`src/bt656_pkg.sv`:
```
package bt656_pkg;

   // one byte per sample on the embedded-sync bus
   localparam int SAMPLE_W = 8;

   // timing reference preamble is FF 00 00 XY
   localparam logic [7:0] PREAMBLE_FF = 8'hFF;
   localparam logic [7:0] PREAMBLE_00 = 8'h00;
   localparam int PREAMBLE_LEN = 4;

   // bit positions inside the XY byte
   localparam int HDR_BIT_ONE    = 7;
   localparam int HDR_BIT_FIELD  = 6;
   localparam int HDR_BIT_VBLANK = 5;
   localparam int HDR_BIT_HBLANK = 4;

   localparam int CNT_W = 12;

   typedef logic [SAMPLE_W-1:0] sample_t;
   typedef logic [CNT_W-1:0]    size_t;

   // all ones means nothing measured yet
   localparam size_t CNT_UNSET = '1;

   typedef enum logic [1:0] {
      RX_IDLE,
      RX_SAV,
      RX_BLANKING,
      RX_VDATA
   } rx_state_t;

endpackage

```
`src/stream_pkg.sv`:
```
package stream_pkg;

   // sample FIFO between framer and output stage
   localparam int FIFO_DEPTH = 64;
   localparam int FIFO_AW    = 6;

   localparam int FRAME_CNT_W = 16;

   typedef logic [FRAME_CNT_W-1:0] frame_cnt_t;

   // output stream FSM
   typedef enum logic [1:0] {
      OUT_IDLE,
      OUT_SOF,
      OUT_DATA
   } out_state_t;

endpackage

```
`src/video_timing_if.sv`:
```
`timescale 1ns/1ns

interface video_timing_if
   import bt656_pkg::*;
();

   // oldest byte of the input delay line
   sample_t tap;
   // preamble at tap, plus its H-bit split
   logic    hdr;
   logic    sav;
   logic    eav;
   // flags held from the last header
   logic    vblank;
   logic    field;

   modport src (output tap, hdr, sav, eav, vblank, field);
   modport snk (input tap, hdr, sav, eav, vblank, field);

endinterface

```
`src/pixel_stream_if.sv`:
```
`timescale 1ns/1ns

interface pixel_stream_if
   import bt656_pkg::*;
();

   sample_t data;
   // first sample of a frame
   logic    sof;
   // final sample of a line
   logic    last;
   logic    valid;
   logic    ready;

   modport src (output data, sof, last, valid, input ready);
   modport snk (input data, sof, last, valid, output ready);

endinterface

```
`src/bt656_header_detect.sv`:
```
`timescale 1ns/1ns

module bt656_header_detect
   import bt656_pkg::*;
(
   input  logic        clk,
   input  logic        rstn,
   input  sample_t     video_i,
   video_timing_if.src timing
);

   sample_t dly [PREAMBLE_LEN];
   sample_t xy;
   logic    hdr;
   logic    vblank_q;
   logic    field_q;

   // delay line, dly[0] is the newest byte
   always_ff @(posedge clk)
   begin
      if (!rstn)
      begin
         for (int i = 0; i < PREAMBLE_LEN; i++)
         begin
            dly[i] <= '0;
         end
      end
      else
      begin
         dly[0] <= video_i;
         for (int i = 1; i < PREAMBLE_LEN; i++)
         begin
            dly[i] <= dly[i-1];
         end
      end
   end

   assign xy  = dly[0];
   assign hdr = (dly[PREAMBLE_LEN-1] == PREAMBLE_FF) &&
                (dly[PREAMBLE_LEN-2] == PREAMBLE_00) &&
                (dly[PREAMBLE_LEN-3] == PREAMBLE_00) &&
                xy[HDR_BIT_ONE];

   // V and F only change on a valid header
   always_ff @(posedge clk)
   begin
      if (!rstn)
      begin
         vblank_q <= 1'b0;
         field_q  <= 1'b0;
      end
      else if (hdr)
      begin
         vblank_q <= xy[HDR_BIT_VBLANK];
         field_q  <= xy[HDR_BIT_FIELD];
      end
   end

   assign timing.tap    = dly[PREAMBLE_LEN-1];
   assign timing.hdr    = hdr;
   assign timing.sav    = hdr && !xy[HDR_BIT_HBLANK];
   assign timing.eav    = hdr && xy[HDR_BIT_HBLANK];
   assign timing.vblank = vblank_q;
   assign timing.field  = field_q;

endmodule

```
`src/bt656_line_framer.sv`:
```
`timescale 1ns/1ns

module bt656_line_framer
   import bt656_pkg::*;
(
   input  logic        clk,
   input  logic        rstn,
   video_timing_if.snk timing,
   pixel_stream_if.src wr
);

   rx_state_t  state;
   rx_state_t  state_nx;
   logic       field_d;
   logic       new_frame;
   logic       sav_d;
   logic [1:0] skip;
   logic       capture;
   logic       line_end;
   logic       sof_pending;
   logic       hold_valid;
   logic       hold_sof;
   sample_t    hold_data;
   logic       wr_valid;
   logic       wr_sof;
   logic       wr_last;
   sample_t    wr_data;

   // field falls at the start of each frame
   assign new_frame = field_d && !timing.field;

   always_comb
   begin
      state_nx = state;
      case (state)
         RX_IDLE:
         begin
            if (new_frame)
               state_nx = RX_SAV;
         end
         RX_SAV, RX_BLANKING:
         begin
            // vblank is valid once sav_d fires
            if (sav_d)
               state_nx = timing.vblank ? RX_BLANKING : RX_VDATA;
         end
         RX_VDATA:
         begin
            if (timing.hdr)
               state_nx = RX_BLANKING;
         end
         default:
            state_nx = RX_IDLE;
      endcase
   end

   assign capture  = (state == RX_VDATA) && (skip == 2'd0) && !timing.hdr;
   assign line_end = (state == RX_VDATA) && timing.hdr;

   always_ff @(posedge clk)
   begin
      if (!rstn)
      begin
         state       <= RX_IDLE;
         field_d     <= 1'b0;
         sav_d       <= 1'b0;
         skip        <= 2'd0;
         sof_pending <= 1'b0;
         hold_valid  <= 1'b0;
         wr_valid    <= 1'b0;
      end
      else
      begin
         state   <= state_nx;
         field_d <= timing.field;
         sav_d   <= timing.sav;
         // FF and the first 00 are already past tap when sav_d fires
         if (state_nx == RX_VDATA && state != RX_VDATA)
            skip <= 2'(PREAMBLE_LEN - 2);
         else if (state == RX_VDATA && skip != 2'd0)
            skip <= skip - 2'd1;
         if (new_frame)
            sof_pending <= 1'b1;
         else if (capture)
            sof_pending <= 1'b0;
         // the held sample goes out when the next one arrives or the line ends
         wr_valid <= (capture || line_end) && hold_valid;
         if (capture)
            hold_valid <= 1'b1;
         else if (line_end)
            hold_valid <= 1'b0;
      end
   end

   always_ff @(posedge clk)
   begin
      if (capture || line_end)
      begin
         wr_data <= hold_data;
         wr_sof  <= hold_sof;
         wr_last <= line_end;
      end
      if (capture)
      begin
         hold_data <= timing.tap;
         hold_sof  <= sof_pending;
      end
   end

   assign wr.valid = wr_valid;
   assign wr.data  = wr_data;
   assign wr.sof   = wr_sof;
   assign wr.last  = wr_last;

endmodule

```
`src/frame_size_monitor.sv`:
```
`timescale 1ns/1ns

module frame_size_monitor
   import bt656_pkg::*, stream_pkg::*;
(
   input  logic        clk,
   input  logic        rstn,
   video_timing_if.snk timing,
   input  logic        status_clr_i,
   output size_t       width_o,
   output size_t       height_o,
   output logic        width_err_o,
   output logic        height_err_o,
   output frame_cnt_t  frame_cnt_o
);

   logic  field_d;
   logic  new_frame;
   logic  in_line;
   logic  active_eol;
   size_t pix_cnt;
   size_t line_cnt;
   size_t line_width;

   assign new_frame = field_d && !timing.field;

   // pix_cnt also counts the 00 00 XY bytes after the SAV, two samples per pixel
   assign line_width = (pix_cnt - size_t'(PREAMBLE_LEN - 1)) >> 1;

   // line_cnt stays unset until the first frame boundary
   assign active_eol = timing.eav && in_line && !timing.vblank && (line_cnt != CNT_UNSET);

   always_ff @(posedge clk)
   begin
      if (!rstn)
      begin
         field_d      <= 1'b0;
         in_line      <= 1'b0;
         pix_cnt      <= '0;
         line_cnt     <= CNT_UNSET;
         width_o      <= CNT_UNSET;
         height_o     <= CNT_UNSET;
         width_err_o  <= 1'b0;
         height_err_o <= 1'b0;
         frame_cnt_o  <= '0;
      end
      else
      begin
         field_d <= timing.field;
         if (status_clr_i)
         begin
            width_err_o  <= 1'b0;
            height_err_o <= 1'b0;
         end
         if (timing.sav)
         begin
            in_line <= 1'b1;
            pix_cnt <= '0;
         end
         else if (timing.eav)
            in_line <= 1'b0;
         else if (in_line)
            pix_cnt <= pix_cnt + 1'b1;
         if (active_eol)
         begin
            if (width_o != CNT_UNSET && line_width != width_o)
               width_err_o <= 1'b1;
            width_o  <= line_width;
            line_cnt <= line_cnt + 1'b1;
         end
         if (new_frame)
         begin
            if (line_cnt != CNT_UNSET)
            begin
               if (height_o != CNT_UNSET && line_cnt != height_o)
                  height_err_o <= 1'b1;
               height_o <= line_cnt;
            end
            line_cnt    <= '0;
            frame_cnt_o <= frame_cnt_o + 1'b1;
         end
      end
   end

endmodule

```
`src/line_fifo.sv`:
```
`timescale 1ns/1ns

module line_fifo
   import bt656_pkg::*, stream_pkg::*;
(
   input  logic        clk,
   input  logic        rstn,
   pixel_stream_if.snk wr,
   pixel_stream_if.src rd,
   output logic        line_ready_o,
   input  logic        status_clr_i,
   output logic        overflow_o
);

   typedef struct packed {
      logic    sof;
      logic    last;
      sample_t data;
   } entry_t;

   entry_t             mem [FIFO_DEPTH];
   entry_t             head;
   logic [FIFO_AW-1:0] wr_ptr;
   logic [FIFO_AW-1:0] rd_ptr;
   logic [FIFO_AW:0]   count;
   logic [FIFO_AW:0]   lines;
   logic               push;
   logic               pop;

   assign wr.ready = (count != (FIFO_AW+1)'(FIFO_DEPTH));
   assign push     = wr.valid && wr.ready;
   assign pop      = rd.valid && rd.ready;

   always_ff @(posedge clk)
   begin
      if (push)
         mem[wr_ptr] <= '{sof: wr.sof, last: wr.last, data: wr.data};
   end

   always_ff @(posedge clk)
   begin
      if (!rstn)
      begin
         wr_ptr     <= '0;
         rd_ptr     <= '0;
         count      <= '0;
         lines      <= '0;
         overflow_o <= 1'b0;
      end
      else
      begin
         if (push)
            wr_ptr <= wr_ptr + 1'b1;
         if (pop)
            rd_ptr <= rd_ptr + 1'b1;
         count <= count + (FIFO_AW+1)'(push) - (FIFO_AW+1)'(pop);
         // a line counts once its last sample is stored
         lines <= lines + (FIFO_AW+1)'(push && wr.last) - (FIFO_AW+1)'(pop && head.last);
         if (status_clr_i)
            overflow_o <= 1'b0;
         if (wr.valid && !wr.ready)
            overflow_o <= 1'b1;
      end
   end

   assign head         = mem[rd_ptr];
   assign rd.valid     = (count != '0);
   assign rd.data      = head.data;
   assign rd.sof       = head.sof;
   assign rd.last      = head.last;
   assign line_ready_o = (lines != '0);

endmodule

```
`src/stream_out.sv`:
```
`timescale 1ns/1ns

module stream_out
   import bt656_pkg::*, stream_pkg::*;
(
   input  logic        clk,
   input  logic        rstn,
   pixel_stream_if.snk rd,
   input  logic        line_ready_i,
   input  logic        m_ready_i,
   output logic        m_valid_o,
   output sample_t     m_data_o,
   output logic        m_sof_o,
   output logic        m_last_o
);

   out_state_t state;
   logic       advance;
   logic       done;
   logic       pop;

   // output register is free, or its sample is taken this cycle
   assign advance = !m_valid_o || m_ready_i;
   assign done    = m_valid_o && m_last_o && m_ready_i;

   // no fetch beyond the last sample of the line
   assign rd.ready = (state != OUT_IDLE) && advance && !(m_valid_o && m_last_o);
   assign pop      = rd.ready && rd.valid;

   always_ff @(posedge clk)
   begin
      if (!rstn)
      begin
         state     <= OUT_IDLE;
         m_valid_o <= 1'b0;
         m_sof_o   <= 1'b0;
         m_last_o  <= 1'b0;
      end
      else
      begin
         case (state)
            OUT_IDLE:
            begin
               if (line_ready_i)
                  state <= OUT_SOF;
            end
            OUT_SOF:
            begin
               // a whole line is buffered, so the head is there
               if (pop)
                  state <= OUT_DATA;
            end
            OUT_DATA:
            begin
               if (done)
                  state <= OUT_IDLE;
            end
            default:
               state <= OUT_IDLE;
         endcase
         if (done)
         begin
            m_valid_o <= 1'b0;
            m_sof_o   <= 1'b0;
            m_last_o  <= 1'b0;
         end
         else if (state != OUT_IDLE && advance)
         begin
            m_valid_o <= pop;
            m_sof_o   <= pop && rd.sof;
            m_last_o  <= pop && rd.last;
         end
      end
   end

   always_ff @(posedge clk)
   begin
      if (pop)
         m_data_o <= rd.data;
   end

endmodule

```
`src/bt656_rx_top.sv`:
```
`timescale 1ns/1ns

module bt656_rx_top
   import bt656_pkg::*, stream_pkg::*;
(
   input  logic       clk,
   input  logic       rstn,
   input  sample_t    video_i,
   input  logic       m_ready_i,
   output logic       m_valid_o,
   output sample_t    m_data_o,
   output logic       m_sof_o,
   output logic       m_last_o,
   input  logic       status_clr_i,
   output size_t      width_o,
   output size_t      height_o,
   output logic       width_err_o,
   output logic       height_err_o,
   output logic       overflow_o,
   output frame_cnt_t frame_cnt_o
);

   logic line_ready;

   video_timing_if timing ();
   // framer to FIFO, then FIFO to output stage
   pixel_stream_if wr_link ();
   pixel_stream_if rd_link ();

   bt656_header_detect u_header_detect (
      .clk     (clk),
      .rstn    (rstn),
      .video_i (video_i),
      .timing  (timing)
   );

   bt656_line_framer u_line_framer (
      .clk    (clk),
      .rstn   (rstn),
      .timing (timing),
      .wr     (wr_link)
   );

   frame_size_monitor u_size_monitor (
      .clk          (clk),
      .rstn         (rstn),
      .timing       (timing),
      .status_clr_i (status_clr_i),
      .width_o      (width_o),
      .height_o     (height_o),
      .width_err_o  (width_err_o),
      .height_err_o (height_err_o),
      .frame_cnt_o  (frame_cnt_o)
   );

   line_fifo u_line_fifo (
      .clk          (clk),
      .rstn         (rstn),
      .wr           (wr_link),
      .rd           (rd_link),
      .line_ready_o (line_ready),
      .status_clr_i (status_clr_i),
      .overflow_o   (overflow_o)
   );

   stream_out u_stream_out (
      .clk          (clk),
      .rstn         (rstn),
      .rd           (rd_link),
      .line_ready_i (line_ready),
      .m_ready_i    (m_ready_i),
      .m_valid_o    (m_valid_o),
      .m_data_o     (m_data_o),
      .m_sof_o      (m_sof_o),
      .m_last_o     (m_last_o)
   );

endmodule

```
`config.mk`:
```
export PLATFORM = sky130hd
export DESIGN_NAME = bt656_rx_top
export DESIGN_NICKNAME = d
export VERILOG_FILES = /design/src/bt656_pkg.sv /design/src/stream_pkg.sv /design/src/video_timing_if.sv /design/src/pixel_stream_if.sv /design/src/bt656_header_detect.sv /design/src/bt656_line_framer.sv /design/src/frame_size_monitor.sv /design/src/line_fifo.sv /design/src/stream_out.sv /design/src/bt656_rx_top.sv
export SDC_FILE = /design/constraint.sdc
export NUM_CORES = 1
export LEC_CHECK = 0
export BUFFER_PORTS_ARGS = -buffer_cell sky130_fd_sc_hd__buf_2
export CAP_MARGIN = 20
export CORE_ASPECT_RATIO = 1.2
export CORE_MARGIN = 2
export CORE_UTILIZATION = 40
export DETAILED_ROUTE_END_ITERATION = 10
export GPL_TIMING_DRIVEN = 0
export PLACE_DENSITY = 0.58
export SYNTH_ARGS = -nofsm -noshare
export SYNTH_HDL_FRONTEND = slang
export SYNTH_SLANG_ARGS = --single-unit
```
`constraint.sdc`:
```
create_clock -name clk -period 5.9 [get_ports clk]
set_input_delay 0.59 -clock clk [delete_from_list [all_inputs] [get_ports clk]]
set_output_delay 0.59 -clock clk [all_outputs]
set_load 0.02 [all_outputs]
```
# == Word level (Yosys, flattened, before mapping) ==
# Memory sizes are Yosys's and may differ from the RTL's. A register that Yosys moved wholly into a read port is not among the register bits.
# Index checks and enable logic that the tools add are counted.
# word_totals
regBits,137
mem_bits_rw,672
in_bits,12
out_inout_bits,54
wordCells,165
mem_count,2
# classes
addsub,11
eq_ne,17
n_mux,38
n_bitwise,6
reduce_logical,58
# memory_table
memory,depth,word_bits,read_ports,rd_clocked_by_memory_dff,wr,line_no,source
u_line_fifo.mem,64,10,1,1,1,line_fifo.sv:21,entry_t mem [FIFO_DEPTH];
u_header_detect.dly,4,8,4,0,4,bt656_header_detect.sv:12,sample_t dly [PREAMBLE_LEN];
# ops
op,n
12-bit inequality test (second input constant),3
8-bit 2-to-1 mux,4
1-bit logical AND,27
12-bit by 1-bit adder with 12-bit output (second input constant),2
12-bit 2-to-1 mux,2
1-bit 2-to-1 mux,20
16-bit by 1-bit adder with 16-bit output (second input constant),1
8-bit zero test,2
2-bit 2-to-1 mux,8
2-bit nonzero test,8
7-bit by 1-bit adder with 7-bit output,2
7-bit nonzero test,2
7-bit by 1-bit subtractor with 7-bit output,2
6-bit by 1-bit adder with 6-bit output (second input constant),2
6-bit 2-to-1 mux,2
11-bit by 12-bit inequality test with 1-bit output,1
12-bit inequality test,1
2-bit case mux with 3 select lines,2
12-bit by 2-bit subtractor with 12-bit output (second input constant),1
2-bit equality test (second input constant),4
8-bit equality test (second input constant),1
2-bit OR reduction,4
1-bit zero test,7
7-bit inequality test (second input constant),1
other kinds (10),21

# == Logic depth before layout (Yosys ltp) ==
# Gate-level depths: netlist of run 1.
# An unclocked memory read counts as a cell.
# depth
word_depth,11
depth_mapped,21
ltp_nobuf,16

# == Cells and area by module ==
# Synthesis of run 1 repeated with hierarchy kept, for this count alone.
# unflattened
cells_unflattened,1877
hier_area_um2,32496.2
# by_module_without_submodules
module,instances,cells_each,area_per_inst_um2,seq_area_each_um2
line_fifo,1,1279,26430.3,19879.1
frame_size_monitor,1,402,3532.1,1361.3
bt656_header_detect,1,86,1021.0,680.7
bt656_line_framer,1,70,1002.2,750.7
stream_out,1,40,510.5,340.3

# == Worst setup path after synthesis of run 1 ==
# No wires, ideal clock.
# synth_path
kind,reg-to-reg
start,reg (tool-made name)
end,reg u_line_fifo.lines[6]
setup_ns,0.128
arrival_time_ns,3.840
required_time_ns,5.772
setup_slack_ns,1.933
stages_incl_launch_ff,22
path_buffers,5
synth_period_minus_slack_ns,3.967
path_cell_list,dfxtp_1 > clkbuf_1 > buf_2 > buf_2 > clkbuf_1 > inv_1 > clkbuf_1 > mux2_2 > nand2_1 > o211ai_1 > o2111ai_1 > a21oi_1 > ha_1 > inv_1 > ha_1 > fa_1 > a21oi_1 > o21bai_1 > a21oi_1 > o21bai_1 > xnor2_1 > nor2_1
# synth_rtl
element,line_no,source
end signal: assignment,line_fifo.sv:58,lines <= lines + (FIFO_AW+1)'(push && wr.last) - (FIFO_AW+1)'(pop && head.last);
end: declaration,line_fifo.sv:26,logic [FIFO_AW:0] lines;

==> results of run 1 <==
cell usage after synthesis, types with 5 or more instances:
cell type / instances / area share [%]
edfxtp_1: 667 / 63
mux4_2: 192 / 14
dfxtp_1: 148 / 9.3
nor2_1: 134 / 1.6
nand2_1: 80 / 0.94
clkbuf_1: 68 / 0.80
and2_1: 46 / 0.90
xnor2_1: 46 / 1.3
xor2_1: 41 / 1.1
inv_1: 36 / 0.42
mux2i_1: 33 / 1.0
ha_1: 26 / 1.0
nand3_1: 24 / 0.38
o21ai_0: 24 / 0.38
a21oi_1: 21 / 0.33
nand4_1: 21 / 0.41
buf_1: 19 / 0.22
nor3_1: 15 / 0.23
nor4_1: 14 / 0.27
o211ai_1: 13 / 0.31
nor2b_1: 8 / 0.16
and3_1: 6 / 0.12
o21bai_1: 6 / 0.14
or3_1: 6 / 0.12
buf_2: 5 / 0.078
mux2_2: 5 / 0.18
o22ai_1: 5 / 0.098
stage by stage:
| stage | setup WS (ps) | util (%) | instance area, um^2 |
|---|---|---|---|
| final | 388 | 47.2 | 37400 |
| after global routing | 34.7 | 47.2 | 37400 |
| after CTS | 465 | 46.9 | 37100 |
| after detailed placement | 486 | 43.4 | 34300 |
| after global placement | 513 | 42.4 | 33600 |
| after floorplan | 1930 | - | 32000 |
routing by layer:
| metal | routed length [um] | track usage (%) | share of wire [%] | vias up |
|---|---|---|---|---|
| li1 | - | - | - | 7420 |
| met1 | 29700 | 23.3 | 40 | 8646 |
| met2 | 37900 | 31.4 | 51 | 465 |
| met3 | 4360 | 3.61 | 5.9 | 114 |
| met4 | 2210 | 6.28 | 3.0 | 4 |
| met5 | 27 | 0 | 0.036 | - |
worst max-delay path: stages (launching register included):
cell and delay (ps):
dfxtp_1 320, clkbuf_1 380, buf_2 520, buf_2 440, clkbuf_1 430, inv_1 110
clkbuf_1 360, mux2_2 400, nand2_1 70, o211ai_1 90, o2111ai_1 310, a21oi_1 200
ha_1 310, inv_1 30, ha_1 200, fa_1 440, a21oi_1 170, o21bai_1 110
a21oi_1 170, o21bai_1 90, xnor2_1 150, nor2_1 50
cell families (layout without fill, tap and decap cells):
kind of cell,Yosys count,after routing,share of synthesized area [%]
xor gates and xnor gates,87,87,2.38
adders and majority gates,28,28,1.14
buffers and inverters,135,415,1.71
DFF,815,815,71.9
muxes,230,230,14.7
and+or+nand+nor,386,386,5.92
AOI/OAI and AO/OA,107,107,2.20
flip-flops by register name, summed over array words and instances (netlist names), 2 cells and up, named ones only:
| register | count |
|---|---|
| u_stream_out.state | 2 |
| u_line_fifo.rd_ptr | 6 |
| u_size_monitor.height_o | 12 |
| u_header_detect.dly | 32 |
| u_size_monitor.line_cnt | 12 |
| u_line_fifo.count | 7 |
| u_line_fifo.lines | 7 |
| u_line_framer.skip | 2 |
| u_line_framer.state | 2 |
| u_size_monitor.frame_cnt_o | 16 |
| u_line_framer.hold_data | 8 |
| u_line_fifo.mem | 640 |
| u_line_framer.wr.data | 8 |
| u_line_fifo.wr_ptr | 6 |
| u_size_monitor.width_o | 12 |
| u_stream_out.m_data_o | 8 |
| u_size_monitor.pix_cnt | 12 |
where the power goes:
group | switching [mW] | internal [mW] | leakage [nW]
Combinational | 1.20 | 1.06 | 3.58
Sequential | 0.0500 | 6.25 | 7.10
Clock | 2.18 | 3.16 | 1.35
Total | 3.42 | 10.5 | 12.0
worst paths after layout:
kind         cells past startpoint                        from                        end  slack [ps]
max                             21                   flip-flop       u_line_fifo.lines[6]         390
min                              2                  video_i[4]  u_header_detect.dly[0][4]         190
min reg2reg                      0  u_line_framer.hold_data[4]   u_line_framer.wr.data[4]         420
max reg2reg                     21                   flip-flop       u_line_fifo.lines[6]         390
layout make-up:
cell class,instances,area (um^2),share of cell area [%]
well taps,1035,1290,3.46
repair buffers,128,1330,3.56
plain buffers,98,409,1.09
clock buffers,106,2300,6.15
flip-flops and latches,815,23000,61.5
inverters,37,139,0.371
clock inverters,46,490,1.31
multi-input cells,838,8430,22.6
==> flow_summary.toml, run 1 <==
[timing]
finalCriticalPeriod_ps = 5510
max_slew.worst_pin.slew_ps = 1130
relSlewSlack_pct = 24.4
finalClockSkew_ps = 39.3
finalHoldViolCount = 0
maxSlewViolCount = 0
worst_hold_slack_ps = 190
period_share_pct = 93.4
timing.fmax_mhz = 181
fin_tns_setup_ps = 0
rsz0062_at_grt = "no"
setup_viol = 0

[global_routing]
grt_pass1_wl_um = 111000
antenna_found_initial = 4
grt_pass1_vias = 17300
grt_max_degree = 33
overflow = 0
grt_usage_pct = 18.4

[clocking]
cts_max_path_buffers = 3
root_buffer = "clkbuf_16"
path_clk_slew_ps = 60
cts_hold_buf = 0
post_cts_buffers = 0
h-tree-depth = 3
clock_latency_ps = 630
tritoncts = "built"
cts.sinks = 815
cts_buffers = 83
cts_resized = 0

[synth]
ys.flop_type = "edfxtp_1"
synth_edf_count = 667
synth_cell_type_count = 63
synth_nets = 1828
syn-instance-count = 1788
async_flop_share_pct = 0
ys_warn_count = 0
yosys_register_bits = 815
ys_seq_area_share_pct = 71.9
avgSynthCellArea_um2 = 17.9
syn_area_um2 = 32000

[cells_and_area]
fin_nets = 2041
nFillCells = 6684
final_cells = 3103
layout_common_cells = "edfxtp_1, mux4_2, dfxtp_1"
antenna_cells = 0
area_delta_synth_final_pct = 16.9
drive_gt1_share_pct = 22.6
layout_commonest_cell = "edfxtp_1"

[critical_path]
start_kind = "flip-flop"
worstPathArrival_ps = 5990
cp.required_ps = 6380
cp-end-kind = "flip-flop"
cp_max_fo = 10
crit_type = "reg2reg"

[status]
status = "complete, no violations"

[pwr]
power_mw = 13.9
p_leak_nw = 12.0
peakVddDrop_mv = 0.238
p_per_area_nw_per_um2 = 372

[detailed_routing]
drtIter0Drc = 1169
num_vias = 16600
drt-pass1-iter-count = 5
wl_per_cell_um = 23.9
drc = 0
antenna_left = 0
avgViaCountPerCell = 5.37
drt-total-wl_um = 74200

[place]
dpl.hpwl_um = 51300
placedCellCount = 2927
portBuffers = 65
place.gp.congestion = 0.871

[die]
die-area_um2 = 82200
core_area_um2 = 79200
die_h_um = 314
die_w_um = 262
initial_utilization_pct = 40.4
pin_count = 66
rows = 113

[min_path]
hold_class = "in2reg"

[run]
maxCapViolCount = 0
Note: power is estimated with default switching activity, not from simulation.
==> run 2, diff against run 1 <==
- CORE_ASPECT_RATIO: 1.2 -> 0.6
- CORE_MARGIN: 2 -> unset
- SYNTH_HIERARCHICAL: unset -> 1
==> run 2 against run 1 <==
  * Sequential share of layout area shrank 0.36 points
  * Setup slack gained 360 ps
  * Sequential power is essentially flat
  * Non-clock buffer count grew 17
  * Cell area grew 0.68%
  * Area after synthesis grew 1.6%
  * Clock-buffer cell count shrank 5
  * Synthesized cell count grew 5.0%
  * Hold slack lost 33 ps
  * Clock power shrank 9.7%
  * Cell count grew 4.1%
==> flow_summary.toml, run 2 <==
[synth]
synth_top_area_share_pct = 61.6
synthTopCellsByCount = "edfxtp_1, mux4_2, dfxtp_1, nor2_1, nand2_1"
synth_nets = 1917
async_flop_share_pct = 0
yosys_register_bits = 816
ys.flop_type = "edfxtp_1"
yosysTopAreaCell = "edfxtp_1"
synth.area.top_cells = "edfxtp_1, mux4_2, dfxtp_1"
ys_seq_area_share_pct = 70.8
yosysMostFrequentCell = "edfxtp_1"
syn_area_um2 = 32500
ys_warn_count = 6
synth_cell_type_count = 77
avgSynthCellArea_um2 = 17.3
syn-instance-count = 1877
synth_edf_count = 667

[place]
dpl.hpwl_um = 60300
place.gp.congestion = 0.942
portBuffers = 65
place_ws_ps = 1010

[cells_and_area]
largest_reg_flops = 640
nFillCells = 6720
drive_gt1_share_pct = 22.1
fin_nets = 2140
seqCellArea_um2 = 23000
layout_common_cells = "edfxtp_1, mux4_2, dfxtp_1"
multiInputGateArea_um2 = 8870
reg_top3 = "u_line_fifo/mem x640, u_header_detect/dly x32, u_size_monitor/frame_cnt_o x16"
layout_commonest_cell = "edfxtp_1"
area_delta_synth_final_pct = 15.8
top_register = "u_line_fifo/mem"

[timing]
worst_slack_ps = 747
timing.fmax_mhz = 194
finalHoldViolCount = 0
finalClockSkew_ps = 22.1
max_slew.worst_pin.slew_ps = 1140
finalCriticalPeriod_ps = 5150
rsz0062_at_grt = "no"
setup_viol = 0
fin_tns_setup_ps = 0
period_share_pct = 87.3
maxSlewViolCount = 0
relSlewSlack_pct = 23.8

[clocking]
cts_resized = 0
cts_max_path_buffers = 3
cts_buffers = 78
cts.sinks = 816
cts_hold_buf = 0
post_cts_buffers = 0
clock_latency_ps = 650
tritoncts = "built"
h-tree-depth = 3
root_buffer = "clkbuf_16"
path_clk_slew_ps = 60

[detailed_routing]
drtIter0Drc = 2225
drt-pass1-iter-count = 7
num_vias = 18100
antenna_left = 0
drt-total-wl_um = 86000
drc = 0
wl_per_cell_um = 26.6
avgViaCountPerCell = 5.62

[min_path]
hold_class = "in2reg"

[run]
maxCapViolCount = 0

[global_routing]
grt_pass1_vias = 17500
overflow = 0
antenna_found_initial = 3
grt_max_degree = 34
grt_pass1_wl_um = 124000
grt_usage_pct = 21.1

[die]
die-area_um2 = 82400
core_area_um2 = 80000
die_w_um = 370
pin_count = 66
die_h_um = 223
initial_utilization_pct = 40.6
rows = 80

[critical_path]
cp_slowest_stage_delay_ps = 670
critical_path.cell_chain = "clkbuf_1, clkbuf_1, mux4_1, mux4_2, a211oi_2, a41oi_1, and2_1, ha_1, inv_1, ha_1, inv_1, fa_1, nand2b_1, a21oi_1, o21ai_0, a21oi_1, o21ai_0, and3_1"
slowest_stage = "clkbuf_1"
start_kind = "flip-flop"
cp.required_ps = 6440
crit_buf_inv = 4
crit_type = "reg2reg"
cp_max_fo = 10
path_delay_family = "buffers and inverters"
cp-end-kind = "flip-flop"
worstPathArrival_ps = 5690

[pwr]
p_leak_nw = 12.4
peakVddDrop_mv = 0.256
power_mw = 13.3
p_per_area_nw_per_um2 = 352

[status]
status = "complete, no violations"
## run 2: cell count changes in the layout (fill, tap and decap cells not counted), moves of 19 or more
cell     previous run  this run
nor2_1            134        96
buf_2              70        98
and2_1             46        67
mux4_2            192       153
a22oi_1             3        27
o21ai_0            24        43
mux2i_1            33        73
## run 2: worst paths after layout
check	slack (ps)	endpoint	start	cells after the start
hold / removal	160	u_header_detect/dly[0][0]	video_i[0]	2
setup / recovery	750	u_line_fifo/lines[6]	flip-flop	18
hold reg to reg	420	u_line_framer/wr.data[6]	u_line_framer/hold_data[6]	0
setup reg to reg	750	u_line_fifo/lines[6]	flip-flop	18
## run 2: report_power, final
| part | internal (mW) | switching (mW) |
|---|---|---|
| clock | 2.66 | 2.16 |
| combinational | 0.873 | 1.25 |
| sequential | 6.25 | 0.0670 |
| total | 9.79 | 3.48 |
## run 2: logic make-up (layout without fill, tap and decap cells)
family | count (synthesis) | count (layout) | synth area share (%)
other | 0 | 1 | 0
and+or+nand+nor | 416 | 416 | 6.86
AOI/OAI and AO/OA | 163 | 163 | 3.36
buffers and inverters | 133 | 418 | 1.89
xor gates and xnor gates | 85 | 85 | 2.38
muxes | 236 | 236 | 13.6
adders and majority gates | 28 | 28 | 1.12
DFF | 816 | 816 | 70.8
## run 2: per-stage QoR
step	cells	cell area, um^2	utilization [%]	hold slack, ps
2_1_floorplan	1877	32500	-	399
3_3_place_gp	3008	34200	42.7	411
3_5_place_dp	3063	35000	43.8	405
4_1_cts	3205	37400	46.8	111
5_1_grt	3228	37600	47.1	125
6_report	3229	37600	47.1	156
## run 2: final cells by class
cell class | count | share of cell area [%]
clock buffers | 101 | 5.58
well taps | 1066 | 3.54
multi-input cells | 928 | 23.6
diodes | 1 | 0.00665
repair buffers | 143 | 3.73
plain buffers | 100 | 1.31
inverters | 33 | 0.329
flip-flops and latches | 816 | 61.1
clock inverters | 41 | 0.808
## run 2: routing by layer
metal  track usage, %  part of all wire, %  vias up
li1                 -                    -     7772
met1             33.8                   47     9423
met2             26.8                   39      825
met3             7.35                   12      116
met4             4.71                  1.8        0
met5                0                    0        -
